**src/verilog/sdram_pkg.sv**
```systemverilog
`default_nettype none

package sdram_pkg;

  ////////////////////////////////////////////////////////////
  // device geometry, 16 bit x 4 banks x 4096 rows x 256 cols
  ////////////////////////////////////////////////////////////
  typedef logic [11:0] row_t;        // row address, also the a pins
  typedef logic [1:0]  bank_t;       // bank select
  typedef logic [7:0]  col_t;        // column address
  typedef logic [21:0] host_addr_t;  // {row, bank, col}
  typedef logic [15:0] data_t;       // one data word
  typedef logic [3:0]  sdram_cmd_t;  // {cs_n, ras_n, cas_n, we_n}

  // command truth table, all strobes active low
  localparam sdram_cmd_t CMD_NOP       = 4'b0111;
  localparam sdram_cmd_t CMD_ACTIVE    = 4'b0011;
  localparam sdram_cmd_t CMD_READ      = 4'b0101;
  localparam sdram_cmd_t CMD_WRITE     = 4'b0100;
  localparam sdram_cmd_t CMD_PRECHARGE = 4'b0010;
  localparam sdram_cmd_t CMD_REFRESH   = 4'b0001;
  localparam sdram_cmd_t CMD_LOAD_MODE = 4'b0000;

  // reserved, burst write, standard op, cas 2, sequential, burst 1
  localparam row_t MODE_REG_VALUE = {2'b00, 1'b0, 2'b00, 3'b010, 1'b0, 3'b000};

  ////////////////////////////////////////////////////////////
  // timing in sys_clk cycles at 100 MHz
  ////////////////////////////////////////////////////////////
  localparam int CAS_LATENCY         = 2;
  localparam int INIT_WAIT_CYCLES    = 10100;  // just over 100 us after power up
  localparam int REFRESH_INTERVAL    = 1530;   // 15.6 us budget minus some slack
  localparam int T_RP_CYCLES         = 2;      // precharge to next command
  localparam int T_RFC_CYCLES        = 7;      // refresh to next command
  localparam int T_MRD_CYCLES        = 2;      // mode load to next command
  localparam int READ_CAPTURE_CYCLES = CAS_LATENCY + 2;  // pin reg + dq_in reg

  typedef enum logic [3:0] {
    INIT_WAIT, INIT_PRECHARGE, INIT_REFRESH1, INIT_REFRESH2, LOAD_MODE,
    IDLE, REFRESH, ACTIVATE, READ, READ_WAIT, WRITE, PRECHARGE, WAIT
  } seq_state_e;

  typedef enum logic [1:0] {ROW_HIT, BANK_CLOSED, ROW_CONFLICT} access_kind_e;

  typedef struct packed {
    logic       write;
    host_addr_t addr;
    data_t      data;
  } host_req_t;

  typedef struct packed {
    logic         valid;
    logic         write;
    row_t         row;
    bank_t        bank;
    col_t         col;
    data_t        data;
    access_kind_e kind;
  } decoded_req_t;

  typedef struct packed {
    logic  open_en;     // activate issued
    bank_t open_bank;
    row_t  open_row;
    logic  close_en;    // single bank precharge issued
    bank_t close_bank;
    logic  close_all;   // precharge all issued
  } row_event_t;

  typedef struct packed {
    sdram_cmd_t cmd;
    bank_t      ba;
    row_t       addr;
    data_t      data;
    logic       drive;  // dq output enable
  } pin_cmd_t;

endpackage

`default_nettype wire
```
**src/verilog/sdram_access_decode.sv**
```systemverilog
`timescale 1ns/1ps
`default_nettype none

module sdram_access_decode
  import sdram_pkg::*;
(
  input  wire logic         sys_clk,
  input  wire logic         sys_reset,
  input  wire logic         init_done,
  input  wire host_req_t    req,
  input  wire logic         req_valid,
  input  wire logic         take,
  input  wire row_event_t   row_ev,
  output decoded_req_t      decoded_req,
  output logic              credit_return
);

  host_req_t    slot;        // held request
  logic         slot_full;
  logic         init_done_q; // edge detect for the first credit
  logic [3:0]   bank_open;   // one flag per bank
  row_t         open_row [4];
  bank_t        slot_bank;
  row_t         slot_row;
  access_kind_e kind;

  assign slot_bank = slot.addr[9:8];
  assign slot_row  = slot.addr[21:10];

  // classify against the open row table
  always_comb begin
    if (!bank_open[slot_bank])
      kind = BANK_CLOSED;
    else if (open_row[slot_bank] == slot_row)
      kind = ROW_HIT;
    else
      kind = ROW_CONFLICT;  // sequencer precharges, then it comes back closed
  end

  assign decoded_req = '{valid: slot_full, write: slot.write, row: slot_row,
                         bank: slot_bank, col: slot.addr[7:0], data: slot.data, kind: kind};

  ////////////////////////////////////////////////////////////
  // slot, credits and bank open flags
  ////////////////////////////////////////////////////////////
  always_ff @(posedge sys_clk) begin
    if (sys_reset) begin
      slot_full     <= 1'b0;
      init_done_q   <= 1'b0;
      credit_return <= 1'b0;
      bank_open     <= '0;
    end else begin
      init_done_q   <= init_done;
      credit_return <= (init_done && !init_done_q) || take;  // one credit per free slot
      if (take)
        slot_full <= 1'b0;
      else if (req_valid)
        slot_full <= 1'b1;
      if (row_ev.close_all)
        bank_open <= '0;
      else if (row_ev.close_en)
        bank_open[row_ev.close_bank] <= 1'b0;
      if (row_ev.open_en)
        bank_open[row_ev.open_bank] <= 1'b1;
    end
  end

  always_ff @(posedge sys_clk) begin
    if (req_valid)
      slot <= req;
    if (row_ev.open_en)
      open_row[row_ev.open_bank] <= row_ev.open_row;  // row only matters while flag set
  end

  // host spends its only credit, so the slot must be free
  a_req_into_empty: assert property (@(posedge sys_clk) disable iff (sys_reset)
    req_valid |-> !slot_full);
  a_take_from_full: assert property (@(posedge sys_clk) disable iff (sys_reset)
    take |-> slot_full);

endmodule

`default_nettype wire

```
**src/verilog/sdram_cmd_sequencer.sv**
```systemverilog
`timescale 1ns/1ps
`default_nettype none

module sdram_cmd_sequencer
  import sdram_pkg::*;
(
  input  wire logic         sys_clk,
  input  wire logic         sys_reset,
  input  wire decoded_req_t decoded_req,
  output logic              take,
  output row_event_t        row_ev,
  output pin_cmd_t          next_pin,
  output logic              capture,
  output logic              init_done,
  output logic              cke
);

  seq_state_e   state;
  seq_state_e   ret_state;       // where WAIT goes when the count runs out
  logic [15:0]  wait_cnt;
  logic [10:0]  refresh_cnt;
  logic         refresh_pending;
  decoded_req_t op;              // request being executed
  logic         pre_all;         // precharge all banks
  bank_t        pre_bank;
  logic         early_wr;        // row hit write, drive dq a cycle ahead
  logic         wait_done;

  // refresh has priority, a conflict is not taken until its bank is closed
  assign take = (state == IDLE) && !refresh_pending && decoded_req.valid &&
                (decoded_req.kind != ROW_CONFLICT);
  assign early_wr  = take && (decoded_req.kind == ROW_HIT) && decoded_req.write;
  assign wait_done = (state == WAIT) && (wait_cnt == '0);
  assign capture   = (state == READ_WAIT);  // dq_in register holds the word now

  ////////////////////////////////////////////////////////////
  // state machine, timed states go through WAIT
  // a count of N in WAIT puts the next command N+2 cycles later
  ////////////////////////////////////////////////////////////
  always_ff @(posedge sys_clk) begin
    if (sys_reset) begin
      state           <= INIT_WAIT;
      ret_state       <= INIT_PRECHARGE;
      wait_cnt        <= '0;
      cke             <= 1'b0;
      init_done       <= 1'b0;
      refresh_cnt     <= '0;
      refresh_pending <= 1'b0;
    end else begin
      if (wait_done && ret_state == IDLE)
        init_done <= 1'b1;  // sticky, first exit to IDLE is after mode load
      unique case (state)
        INIT_WAIT: begin
          cke       <= 1'b1;
          wait_cnt  <= 16'(INIT_WAIT_CYCLES);
          ret_state <= INIT_PRECHARGE;
          state     <= WAIT;
        end
        INIT_PRECHARGE: begin
          wait_cnt  <= 16'(T_RP_CYCLES - 2);
          ret_state <= INIT_REFRESH1;
          state     <= WAIT;
        end
        INIT_REFRESH1, INIT_REFRESH2: begin
          wait_cnt  <= 16'(T_RFC_CYCLES - 2);
          ret_state <= (state == INIT_REFRESH1) ? INIT_REFRESH2 : LOAD_MODE;
          state     <= WAIT;
        end
        LOAD_MODE: begin
          wait_cnt  <= 16'(T_MRD_CYCLES - 2);
          ret_state <= IDLE;
          state     <= WAIT;
        end
        IDLE: begin
          if (refresh_pending) begin
            refresh_pending <= 1'b0;
            ret_state       <= REFRESH;    // close everything first
            state           <= PRECHARGE;
          end else if (take) begin
            if (decoded_req.kind == ROW_HIT)
              state <= decoded_req.write ? WRITE : READ;
            else
              state <= ACTIVATE;
          end else if (decoded_req.valid) begin
            ret_state <= IDLE;             // come back and take it as closed
            state     <= PRECHARGE;
          end
        end
        REFRESH: begin
          wait_cnt  <= 16'(T_RFC_CYCLES - 2);
          ret_state <= IDLE;
          state     <= WAIT;
        end
        ACTIVATE: begin
          wait_cnt  <= '0;                 // one spare cycle covers trcd
          ret_state <= op.write ? WRITE : READ;
          state     <= WAIT;
        end
        READ: begin
          wait_cnt  <= 16'(READ_CAPTURE_CYCLES - 2);
          ret_state <= READ_WAIT;
          state     <= WAIT;
        end
        READ_WAIT: state <= IDLE;
        WRITE:     state <= IDLE;
        PRECHARGE: begin
          wait_cnt <= 16'(T_RP_CYCLES - 2);  // ret_state already set in IDLE
          state    <= WAIT;
        end
        WAIT: begin
          if (wait_cnt == '0)
            state <= ret_state;
          else
            wait_cnt <= wait_cnt - 16'd1;
        end
        default: state <= INIT_WAIT;
      endcase
      // free running interval, restarted by the mode load
      if (state == LOAD_MODE) begin
        refresh_cnt     <= '0;
        refresh_pending <= 1'b0;
      end else if (refresh_cnt == 11'(REFRESH_INTERVAL)) begin
        refresh_cnt     <= '0;
        refresh_pending <= 1'b1;  // set wins over the clear in IDLE
      end else begin
        refresh_cnt <= refresh_cnt + 11'd1;
      end
    end
  end

  always_ff @(posedge sys_clk) begin
    if (take)
      op <= decoded_req;
    if (state == IDLE) begin
      pre_all  <= refresh_pending;
      pre_bank <= decoded_req.bank;
    end
  end

  ////////////////////////////////////////////////////////////
  // command for the pin registers and row table events
  ////////////////////////////////////////////////////////////
  always_comb begin
    next_pin       = '{cmd: CMD_NOP, ba: '0, addr: '0, data: op.data, drive: 1'b0};
    row_ev         = '0;
    if (early_wr || (wait_done && ret_state == WRITE)) begin
      next_pin.drive = 1'b1;  // bus turns on the cycle before WRITE
      next_pin.data  = early_wr ? decoded_req.data : op.data;
    end
    unique case (state)
      INIT_PRECHARGE: begin
        next_pin.cmd      = CMD_PRECHARGE;
        next_pin.addr[10] = 1'b1;  // a10 selects all banks
        row_ev.close_all  = 1'b1;
      end
      INIT_REFRESH1, INIT_REFRESH2, REFRESH: next_pin.cmd = CMD_REFRESH;
      LOAD_MODE: begin
        next_pin.cmd  = CMD_LOAD_MODE;
        next_pin.addr = MODE_REG_VALUE;
      end
      ACTIVATE: begin
        next_pin.cmd     = CMD_ACTIVE;
        next_pin.ba      = op.bank;
        next_pin.addr    = op.row;
        row_ev.open_en   = 1'b1;
        row_ev.open_bank = op.bank;
        row_ev.open_row  = op.row;
      end
      READ, WRITE: begin
        next_pin.cmd   = (state == READ) ? CMD_READ : CMD_WRITE;
        next_pin.ba    = op.bank;
        next_pin.addr  = {4'b0000, op.col};  // a10 low, no auto precharge
        next_pin.drive = (state == WRITE);
      end
      PRECHARGE: begin
        next_pin.cmd      = CMD_PRECHARGE;
        next_pin.ba       = pre_bank;
        next_pin.addr[10] = pre_all;
        row_ev.close_all  = pre_all;
        row_ev.close_en   = !pre_all;
        row_ev.close_bank = pre_bank;
      end
      default: ;  // NOP in waits, idle and init wait
    endcase
  end

  a_state_legal: assert property (@(posedge sys_clk) disable iff (sys_reset)
    state inside {[INIT_WAIT:WAIT]});

endmodule

`default_nettype wire

```
**src/verilog/sdram_ctrl_top.sv**
```systemverilog
`timescale 1ns/1ps
`default_nettype none

module sdram_ctrl_top
  import sdram_pkg::*;
(
  input  wire logic      sys_clk,
  input  wire logic      sys_reset,
  // host side
  input  wire host_req_t req,
  input  wire logic      req_valid,
  output logic           credit_return,
  output data_t          rd_data,
  output logic           rd_valid,
  // device pins, tristate lives in the board top
  output sdram_cmd_t     sdram_cmd,
  output bank_t          sdram_ba,
  output row_t           sdram_a,
  output logic           sdram_cke,
  output data_t          dq_out,
  output logic           dq_oe,
  input  wire data_t     dq_in
);

  decoded_req_t decoded_req;
  logic         take;
  row_event_t   row_ev;
  pin_cmd_t     next_pin;
  logic         capture;
  logic         init_done;
  logic         cke;

  ////////////////////////////////////////////////////////////
  // request slot -> command sequencer -> pad registers
  ////////////////////////////////////////////////////////////
  sdram_access_decode decode_i (
    .sys_clk, .sys_reset, .init_done, .req, .req_valid, .take, .row_ev,
    .decoded_req, .credit_return
  );

  sdram_cmd_sequencer seq_i (
    .sys_clk, .sys_reset, .decoded_req, .take, .row_ev, .next_pin, .capture,
    .init_done, .cke
  );

  sdram_io_regs io_i (
    .sys_clk, .sys_reset, .next_pin, .cke_in(cke), .capture, .dq_in, .sdram_cmd,
    .sdram_ba, .sdram_a, .sdram_cke, .dq_out, .dq_oe, .rd_data, .rd_valid
  );

endmodule

`default_nettype wire

```
**src/verilog/sdram_io_regs.sv**
```systemverilog
`timescale 1ns/1ps
`default_nettype none

module sdram_io_regs
  import sdram_pkg::*;
(
  input  wire logic     sys_clk,
  input  wire logic     sys_reset,
  input  wire pin_cmd_t next_pin,
  input  wire logic     cke_in,
  input  wire logic     capture,
  input  wire data_t    dq_in,
  output sdram_cmd_t    sdram_cmd,
  output bank_t         sdram_ba,
  output row_t          sdram_a,
  output logic          sdram_cke,
  output data_t         dq_out,
  output logic          dq_oe,
  output data_t         rd_data,
  output logic          rd_valid
);

  data_t dq_in_q;  // pad side input register

  ////////////////////////////////////////////////////////////
  // control pins come out of reset as NOP, cke low, bus off
  ////////////////////////////////////////////////////////////
  always_ff @(posedge sys_clk) begin
    if (sys_reset) begin
      sdram_cmd <= CMD_NOP;
      sdram_cke <= 1'b0;
      dq_oe     <= 1'b0;
      rd_valid  <= 1'b0;
    end else begin
      sdram_cmd <= next_pin.cmd;
      sdram_cke <= cke_in;
      dq_oe     <= next_pin.drive;
      rd_valid  <= capture;  // one cycle pulse per read
    end
  end

  always_ff @(posedge sys_clk) begin
    sdram_ba <= next_pin.ba;
    sdram_a  <= next_pin.addr;
    dq_out   <= next_pin.data;
    dq_in_q  <= dq_in;           // sampled every cycle
    if (capture)
      rd_data <= dq_in_q;
  end

  // output enable only around a write, no fight with read data
  a_oe_near_write: assert property (@(posedge sys_clk) disable iff (sys_reset)
    dq_oe && (sdram_cmd != CMD_WRITE) |=> sdram_cmd == CMD_WRITE);

endmodule

`default_nettype wire

```
**config.mk**
```make
export PLATFORM = sky130hd
export DESIGN_NAME = sdram_ctrl_top
export DESIGN_NICKNAME = d
export VERILOG_FILES = /design/src/verilog/sdram_pkg.sv /design/src/verilog/sdram_access_decode.sv /design/src/verilog/sdram_cmd_sequencer.sv /design/src/verilog/sdram_ctrl_top.sv /design/src/verilog/sdram_io_regs.sv
export SDC_FILE = /design/constraint.sdc
export NUM_CORES = 1
export LEC_CHECK = 0
export BUFFER_PORTS_ARGS = -buffer_cell sky130_fd_sc_hd__buf_4
export CAP_MARGIN = 20
export CORE_MARGIN = 4
export CORE_UTILIZATION = 55
export CTS_BUF_LIST = sky130_fd_sc_hd__clkbuf_16
export DETAILED_ROUTE_END_ITERATION = 16
export PLACE_DENSITY_LB_ADDON = 0.25
export SYNTH_ARGS = -nofsm -noshare
export SYNTH_HDL_FRONTEND = slang
export SYNTH_SLANG_ARGS = --single-unit
```
**constraint.sdc**
```tcl
create_clock -name sys_clk -period 3.95 [get_ports sys_clk]
set_clock_uncertainty 0.15 [all_clocks]
set_input_delay 0.79 -clock sys_clk [delete_from_list [all_inputs] [get_ports sys_clk]]
set_output_delay 0.79 -clock sys_clk [all_outputs]
set_load 0.01 [all_outputs]
```
==> summary.md, run 1 <==
| Metric | Value |
|---|---|
| Setup bufs post-CTS | `0` |
| Max_slew headroom | `37.9%` |
| Synth Warn # | `0` |
| CTS sink cnt | `244` |
| Die H | `136 um` |
| Maximum clock insertion buffer count | `3` |
| CP Capture Type | `flop` |
| FF-to-FF setup slack | `0.80 ns` |
| Post-cts sizing count | `0` |
| Worst-path clk slew | `0.06 ns` |
| Design area | `10800 um2` |
| Initial core utilization | `56.3%` |
| Post-Syn Instances | `630` |
| Setup violators final | `0` |
| Sw frac | `25.2%` |
| Cell Int Power | `4340 uW` |
| Synth async-reset ratio | `0%` |
| I/O Buffers | `110` |
| Routed Antenna Nets | `0` |
| Part of the power in registers | `51.0%` |
| RePlAce Congestion | `0.934` |
| Initial antenna violation count | `0` |
| Pleak | `0.00398 uW` |
| Detailed Route WL | `17300 um` |
| DR iter-0 viols | `377` |
| Hold_buf cts | `0` |
| First-pass GRT wire length | `27800 um` |
| Critical Path RT | `3.95 ns` |
| WHS Path Cells | `1` |
| CTS tree | `built` |
| GR Overflow Total | `0` |
| Fmax | `317 MHz` |
| Placed instance area | `10000 um2` |
| Post-synth EDFFs | `145` |
| Post-DP HPWL | `11300 um` |
| GRT Resource Usage Total | `19.0%` |
| Share of layout cells above drive strength 1 | `25.9%` |
| Num CTS Buffers | `25` |
| R2R cell count | `7` |
| Root Buffer | `clkbuf_16` |
| DR vias/cell | `5.55` |
| Critical Path Start Type | `flop` |
| Min Tclk post-route | `3.15 ns` |
| Hold EP | `io_i.dq_in_q[5]` |
| Mapped cell area | `8950 um2` |
| Comb pwr share | `12.1%` |
| Row count | `46` |
| Worst Hold Launch | `dq_in[5]` |
| Status | `finished, final reports clean` |
| Min-Delay Path Class | `primary input to flop` |
| Via count | `5466` |
| Pwr Density | `539 nW/um2` |
| Htree depth | `1` |
| Fin Setup TNS | `0 ns` |
| Synthesized flop and latch total | `244` |
| RSZ-0062 raised after global routing | `false` |
| Syn Area/Cell | `14.2 um2` |
| Die boundary width | `136 um` |
| Final Hold Viols | `0` |
| Clock share of power | `36.9%` |
| Worst-Margin Slew | `0.930 ns` |
| First-pass DRT Iterations | `4` |
| # fillers | `1167` |
| Max Fanout on Critical Path | `41` |
| Critical Path AT | `3.16 ns` |
| Worst setup path category | `flop to flop` |
| Most common cell after layout, fill and taps aside | `edfxtp_1` |
| Switching Power | `1470 uW` |
| Die area | `18400 um2` |
| CP cell instances | `buf_4 > mux4_1 > xnor2_1 > nand4_2 > nor3_4 > o21ba_2 > buf_4` |
| Clock Latency Late Sink | `0.52 ns` |
| I/O pins | `112` |
| Final net count | `812` |
| Area occupied by registers | `6340 um2` |
| Worst vdd ir | `0.334 mV` |
| Fin crit share | `79.9%` |
| Most frequent cells in the layout | `edfxtp_1, buf_4, dfxtp_1, nor2_1, a21oi_1` |
| Max cap viols | `0` |
| Cell repeated most along the worst path | `buf_4` |
| Sequential fraction of the synthesis area | `70.8%` |
| CP max stage delay | `0.59 ns` |
| DRC | `0` |
| Ant diodes | `0` |
| Synth cell types | `63` |
| DR WL/cell | `17.6 um` |
| Number of global-route vias before repair | `5374` |
| Reg-to-reg endpoint | `seq_i.op[31]` |
| Largest net degree at the start of global routing | `43` |
| Max-slew violations | `0` |
| Top FF cell, synth | `edfxtp_1` |
| Area growth syn-to-layout | `20.4%` |
| Placed cells | `940` |
| Core box area | `15900 um2` |
| Critical-path top delay cell | `mux4_1` |
| Net Count, Synth | `691` |
| Multi-input gate area | `2440 um2` |
| Post-Layout Cell Count | `985` |
-- metal layers --
layer  global-route usage, %  part of all wire [%]  wire length (um)
met4                    5.15                   1.6               285
met5                       0                     0                 0
met1                    26.8                    44              7710
met3                    4.35                   6.7              1160
met2                    30.2                    47              8190
-- critical path, delay by kind of cell (launching register included) --
| family | cells | cell delay, ns |
|---|---|---|
| AO/OA/AOI/OAI | 1 | 0.19 |
| buffers and inverters | 2 | 0.72 |
| flip-flops | 1 | 0.38 |
| multiplexers | 1 | 0.59 |
| XOR/XNOR | 1 | 0.26 |
| AND/OR/NAND/NOR | 2 | 0.47 |
-- stage by stage --
step	worst slack (ns)	util, %	hold WS (ns)	power [uW]
2_1_floorplan	1.08	-	0.232	3460
3_3_place_gp	0.874	63.0	0.236	3680
3_5_place_dp	0.774	63.0	0.239	3700
4_1_cts	0.759	67.8	0.201	5850
5_1_grt	0.611	67.8	0.196	6060
6_report	0.795	67.8	0.220	5810
-- layout make-up --
type | instances | share of cell area, %
Clock inverter | 20 | 1.23
Clock buffer | 25 | 5.81
Tap cell | 216 | 2.51
Multi-Input combinational cell | 342 | 22.6
Timing Repair Buffer | 120 | 8.37
Inverter | 18 | 0.627
Sequential cell | 244 | 58.8
-- worst max path at each step --
| stage | slack (ns) | end | cells after the start |
|---|---|---|---|
| after floorplan | 1.08 | seq_i.op[10] | 6 |
| after global placement | 0.87 | seq_i.op[30] | 7 |
| after detailed placement | 0.77 | seq_i.op[28] | 7 |
| after CTS | 0.76 | seq_i.op[31] | 7 |
| after global routing | 0.61 | seq_i.op[31] | 7 |
| final | 0.80 | seq_i.op[31] | 7 |
-- synth_stat cells, types with 4 or more instances --
master / count / share of area (%)
nor3_1: 20 / 1.1
inv_1: 18 / 0.76
nand3_1: 16 / 0.90
nor4_1: 6 / 0.42
a21oi_1: 31 / 1.7
a31oi_1: 8 / 0.56
clkbuf_1: 21 / 0.88
nand2b_1: 7 / 0.49
and3_1: 6 / 0.42
dfxtp_1: 99 / 22
edfxtp_1: 145 / 49
mux2_2: 9 / 1.1
nand4_1: 7 / 0.49
nor2b_1: 4 / 0.28
and2_1: 16 / 1.1
mux4_2: 11 / 2.8
or3_1: 5 / 0.35
mux2_4: 9 / 1.5
xnor2_1: 16 / 1.6
xor2_1: 8 / 0.78
nand2_1: 30 / 1.3
a21o_1: 9 / 0.76
o21ai_0: 22 / 1.2
nor2_1: 47 / 2.0
-- state kept, by name, indices dropped and copies added, names as in the netlist, 2 cells and up, named ones only --
name and flops:
io_i.sdram_ba 2, io_i.dq_in_q 16, io_i.dq_out 16, decode_i.open_row 48, seq_i.state 4, io_i.rd_data 16, io_i.sdram_cmd 3, seq_i.wait_cnt 16
seq_i.refresh_cnt 11, decode_i.decoded_req 39, seq_i.pre_bank 2, seq_i.op 39, decode_i.bank_open 4, seq_i.ret_state 4, io_i.sdram_a 12
-- power by group through the flow --
stage	Sequential [uW]	Combinational [uW]	Clock, uW
2_1_floorplan	2960	497	0
3_3_place_gp	3000	675	0
3_5_place_dp	3010	690	0
4_1_cts	2960	696	2200
5_1_grt	2980	781	2300
6_report	2960	701	2140
-- cell families (layout without fill, tap and decap cells) --
group                      after synthesis  count (layout)  synth area share [%]
adders and majority gates                3               3                 0.420
AOI/OAI and AO/OA                      106             106                  7.86
and+or+nand+nor                        175             175                  10.1
xor gates and xnor gates                26              26                  2.71
DFF                                    244             244                  70.8
other                                    1               1                0.0419
muxes                                   31              31                  6.00
buffers and inverters                   44             183                  2.06
(Power assumes the default switching activity.)
==> inputs of run 2 (changes only) <==
clock period = 3 ns   (was 3.95 ns; I/O delays follow)
==> run 2 against run 1 <==
  * Design area is 1.4% higher
  * Core utilization is 0.95 points higher
  * Count of clock-buffer cells in the layout down 1
  * Hold slack got worse by 0.18 ns
  * Fmax rose by 12%
  * Critical path depth is 2 higher
  * First-iteration DRC count is 8.0% higher
  * Global-route usage increased by 0.52 points
  * Critical endpoint is now io_i.dq_out[9]
  * Total power increased by 33%
  * Final cell count is 1.5% higher
  * Sequential power up 31%
  * Setup slack lost 0.62 ns
==> summary.md, run 2 (same netlist as run 1, synthesis figures left out) <==
| Metric | Value |
|---|---|
| DR vias/cell | `5.56 (+0.16%)` |
| First-pass DRT Iterations | `4 (unchanged)` |
| Number of global-route vias before repair | `5553 (+3.3%)` |
| I/O Buffers | `110 (unchanged)` |
| Critical Path RT | `3.25 ns (-0.70 ns)` |
| Max cap viols | `0 (unchanged)` |
| Num CTS Buffers | `24 (-4.0%)` |
| Initial antenna violation count | `0 (unchanged)` |
| DRC | `0 (unchanged)` |
| Die H | `136 um (unchanged)` |
| Most common cell after layout, fill and taps aside | `edfxtp_1` |
| Pleak | `0.00404 uW (+1.6%)` |
| Min Tclk post-route | `2.82 ns (-0.333 ns)` |
| Placed cells | `954 (+1.5%)` |
| Area growth syn-to-layout | `22.1%` |
| Max reg flops | `48 (unchanged)` |
| Die boundary width | `136 um (unchanged)` |
| Status | `finished, final reports clean` |
| Max_slew headroom | `55.6% (+18 points)` |
| Row count | `46 (unchanged)` |
| Min-Delay Path Class | `primary input to flop` |
| CTS tree | `built` |
| DR iter-0 viols | `407 (+8.0%)` |
| Critical-path top delay cell | `mux4_2` |
| Crit path depth | `9 (+2)` |
| Critical Path AT | `3.07 ns (-0.09 ns)` |
| Most frequent cells in the layout | `edfxtp_1, buf_4, dfxtp_1, nor2_1, a21oi_1` |
| Hold_ws | `0.0438 ns (-0.176 ns)` |
| GR Overflow Total | `0 (unchanged)` |
| Detailed Route WL | `18000 um (+4.0%)` |
| Initial core utilization | `56.3% (unchanged)` |
| Root Buffer | `clkbuf_16` |
| Via count | `5558 (+1.7%)` |
| Worst vdd ir | `0.494 mV (+48%)` |
| Routed Antenna Nets | `0 (unchanged)` |
| DR WL/cell | `18.0 um (+2.5%)` |
| Cell repeated most along the worst path | `buf_12` |
| Core box area | `15900 um2 (unchanged)` |
| Biggest register | `decode_i.open_row` |
| Clock Latency Late Sink | `0.52 ns (about the same)` |
| Fmax | `354 MHz (+12%)` |
| CP top delay family | `multiplexers` |
| Fin crit share | `94.1% (+14 points)` |
| Pwr Density | `708 nW/um2 (+31%)` |
| Worst-path clk slew | `0.07 ns (about the same)` |
| Max-slew violations | `0 (unchanged)` |
| CTS sink cnt | `244 (unchanged)` |
| Worst-Margin Slew | `0.666 ns (-0.263 ns)` |
| Worst setup path category | `flop to flop` |
| R2R cell count | `9 (+2)` |
| Maximum clock insertion buffer count | `3 (unchanged)` |
| First-pass GRT wire length | `28500 um (+2.4%)` |
| Critical Path Start Type | `flop` |
| Share of layout cells above drive strength 1 | `27.8% (+1.9 points)` |
| CP Buf/Inv Count | `3 (+1)` |
| GRT Resource Usage Total | `19.6% (+0.52 points)` |
| I/O pins | `112 (unchanged)` |
| Htree depth | `1 (unchanged)` |
| Final Hold Viols | `0 (unchanged)` |
| RePlAce Congestion | `0.967 (+3.5%)` |
| WHS Path Cells | `1 (unchanged)` |
| Largest net degree at the start of global routing | `43 (unchanged)` |
| Hold_buf cts | `0 (unchanged)` |
| Die area | `18400 um2 (unchanged)` |
| Post-DP HPWL | `12100 um (+7.5%)` |
| Setup violators final | `0 (unchanged)` |
| Fin Setup TNS | `0 ns (unchanged)` |
| Post-Layout Cell Count | `1000 (+1.5%)` |
| CP max stage delay | `0.51 ns (-0.08 ns)` |
| CP Capture Type | `flop` |
| Max Fanout on Critical Path | `17 (-59%)` |
| RSZ-0062 raised after global routing | `false` |
| Ant diodes | `0 (unchanged)` |
| Final net count | `827 (+1.8%)` |
| CP cell instances | `buf_12 > mux4_2 > xnor2_1 > nand4_1 > nor3_4 > buf_4 > nand3_4 > buf_12 > mux2_4` |
## run 2: changes by cell type in the layout (fill, tap and decap cells not counted)
cell	before	now
clkbuf_16	25	24
dfxtp_1	99	98
clkinv_1	3	6
inv_1	29	23
clkinv_2	2	5
buf_12	0	3
buf_4	120	133
inv_2	1	0
bufinv_16	1	2
inv_16	1	0
clkinvlp_4	0	1
dfxtp_2	0	1
## run 2: worst paths after layout
kind	from	endpoint	slack, ns
setup / recovery	flop	io_i.dq_out[9]	0.18
hold / removal	dq_in[6]	io_i.dq_in_q[6]	0.04
setup reg to reg	flop	io_i.dq_out[9]	0.18
hold reg to reg	io_i.dq_in_q[9]	io_i.rd_data[9]	0.25
## run 2: timing repair
action / 4_1_cts / 5_1_grt
endpoints found under the setup margin: 0 / 53
resized for setup: 0 / 1
hold endpoints to repair: 0 / 0
setup buffers: 0 / 2
## run 2: layout make-up
class                   instances  area (um2)
fillers                      1113        4960
repair buffers                136        1060
clock buffers                  24         601
well taps                     216         270
clock inverters                20         150
multi-input cells             342        2440
inverters                      18        67.6
flip-flops and latches        244        6340
## run 2: layer usage
metal / GRT usage (%) / up-vias / share of wire, %
met3: 4.35 / 39 / 6.9
met2: 32.5 / 180 / 48
met1: 26.3 / 2721 / 43
met4: 5.43 / 0 / 2.2
met5: 0 / - / 0
li1: - / 2618 / -
## run 2: stage by stage
stage	setup WS, ns	cell area [um2]	total power [uW]	util, %
after global placement	0.169	10100	4920	63.8
after global routing	0.0436	10900	8050	68.7
after detailed placement	0.0693	10100	4950	63.8
after CTS	0.0446	10900	7770	68.6
final	0.178	10900	7730	68.7
after floorplan	0.131	8950	4560	-
## run 2: where the power goes
part	internal (uW)	switching (uW)
clock	1630	1200
combinational	443	589
sequential	3730	147
total	5800	1930
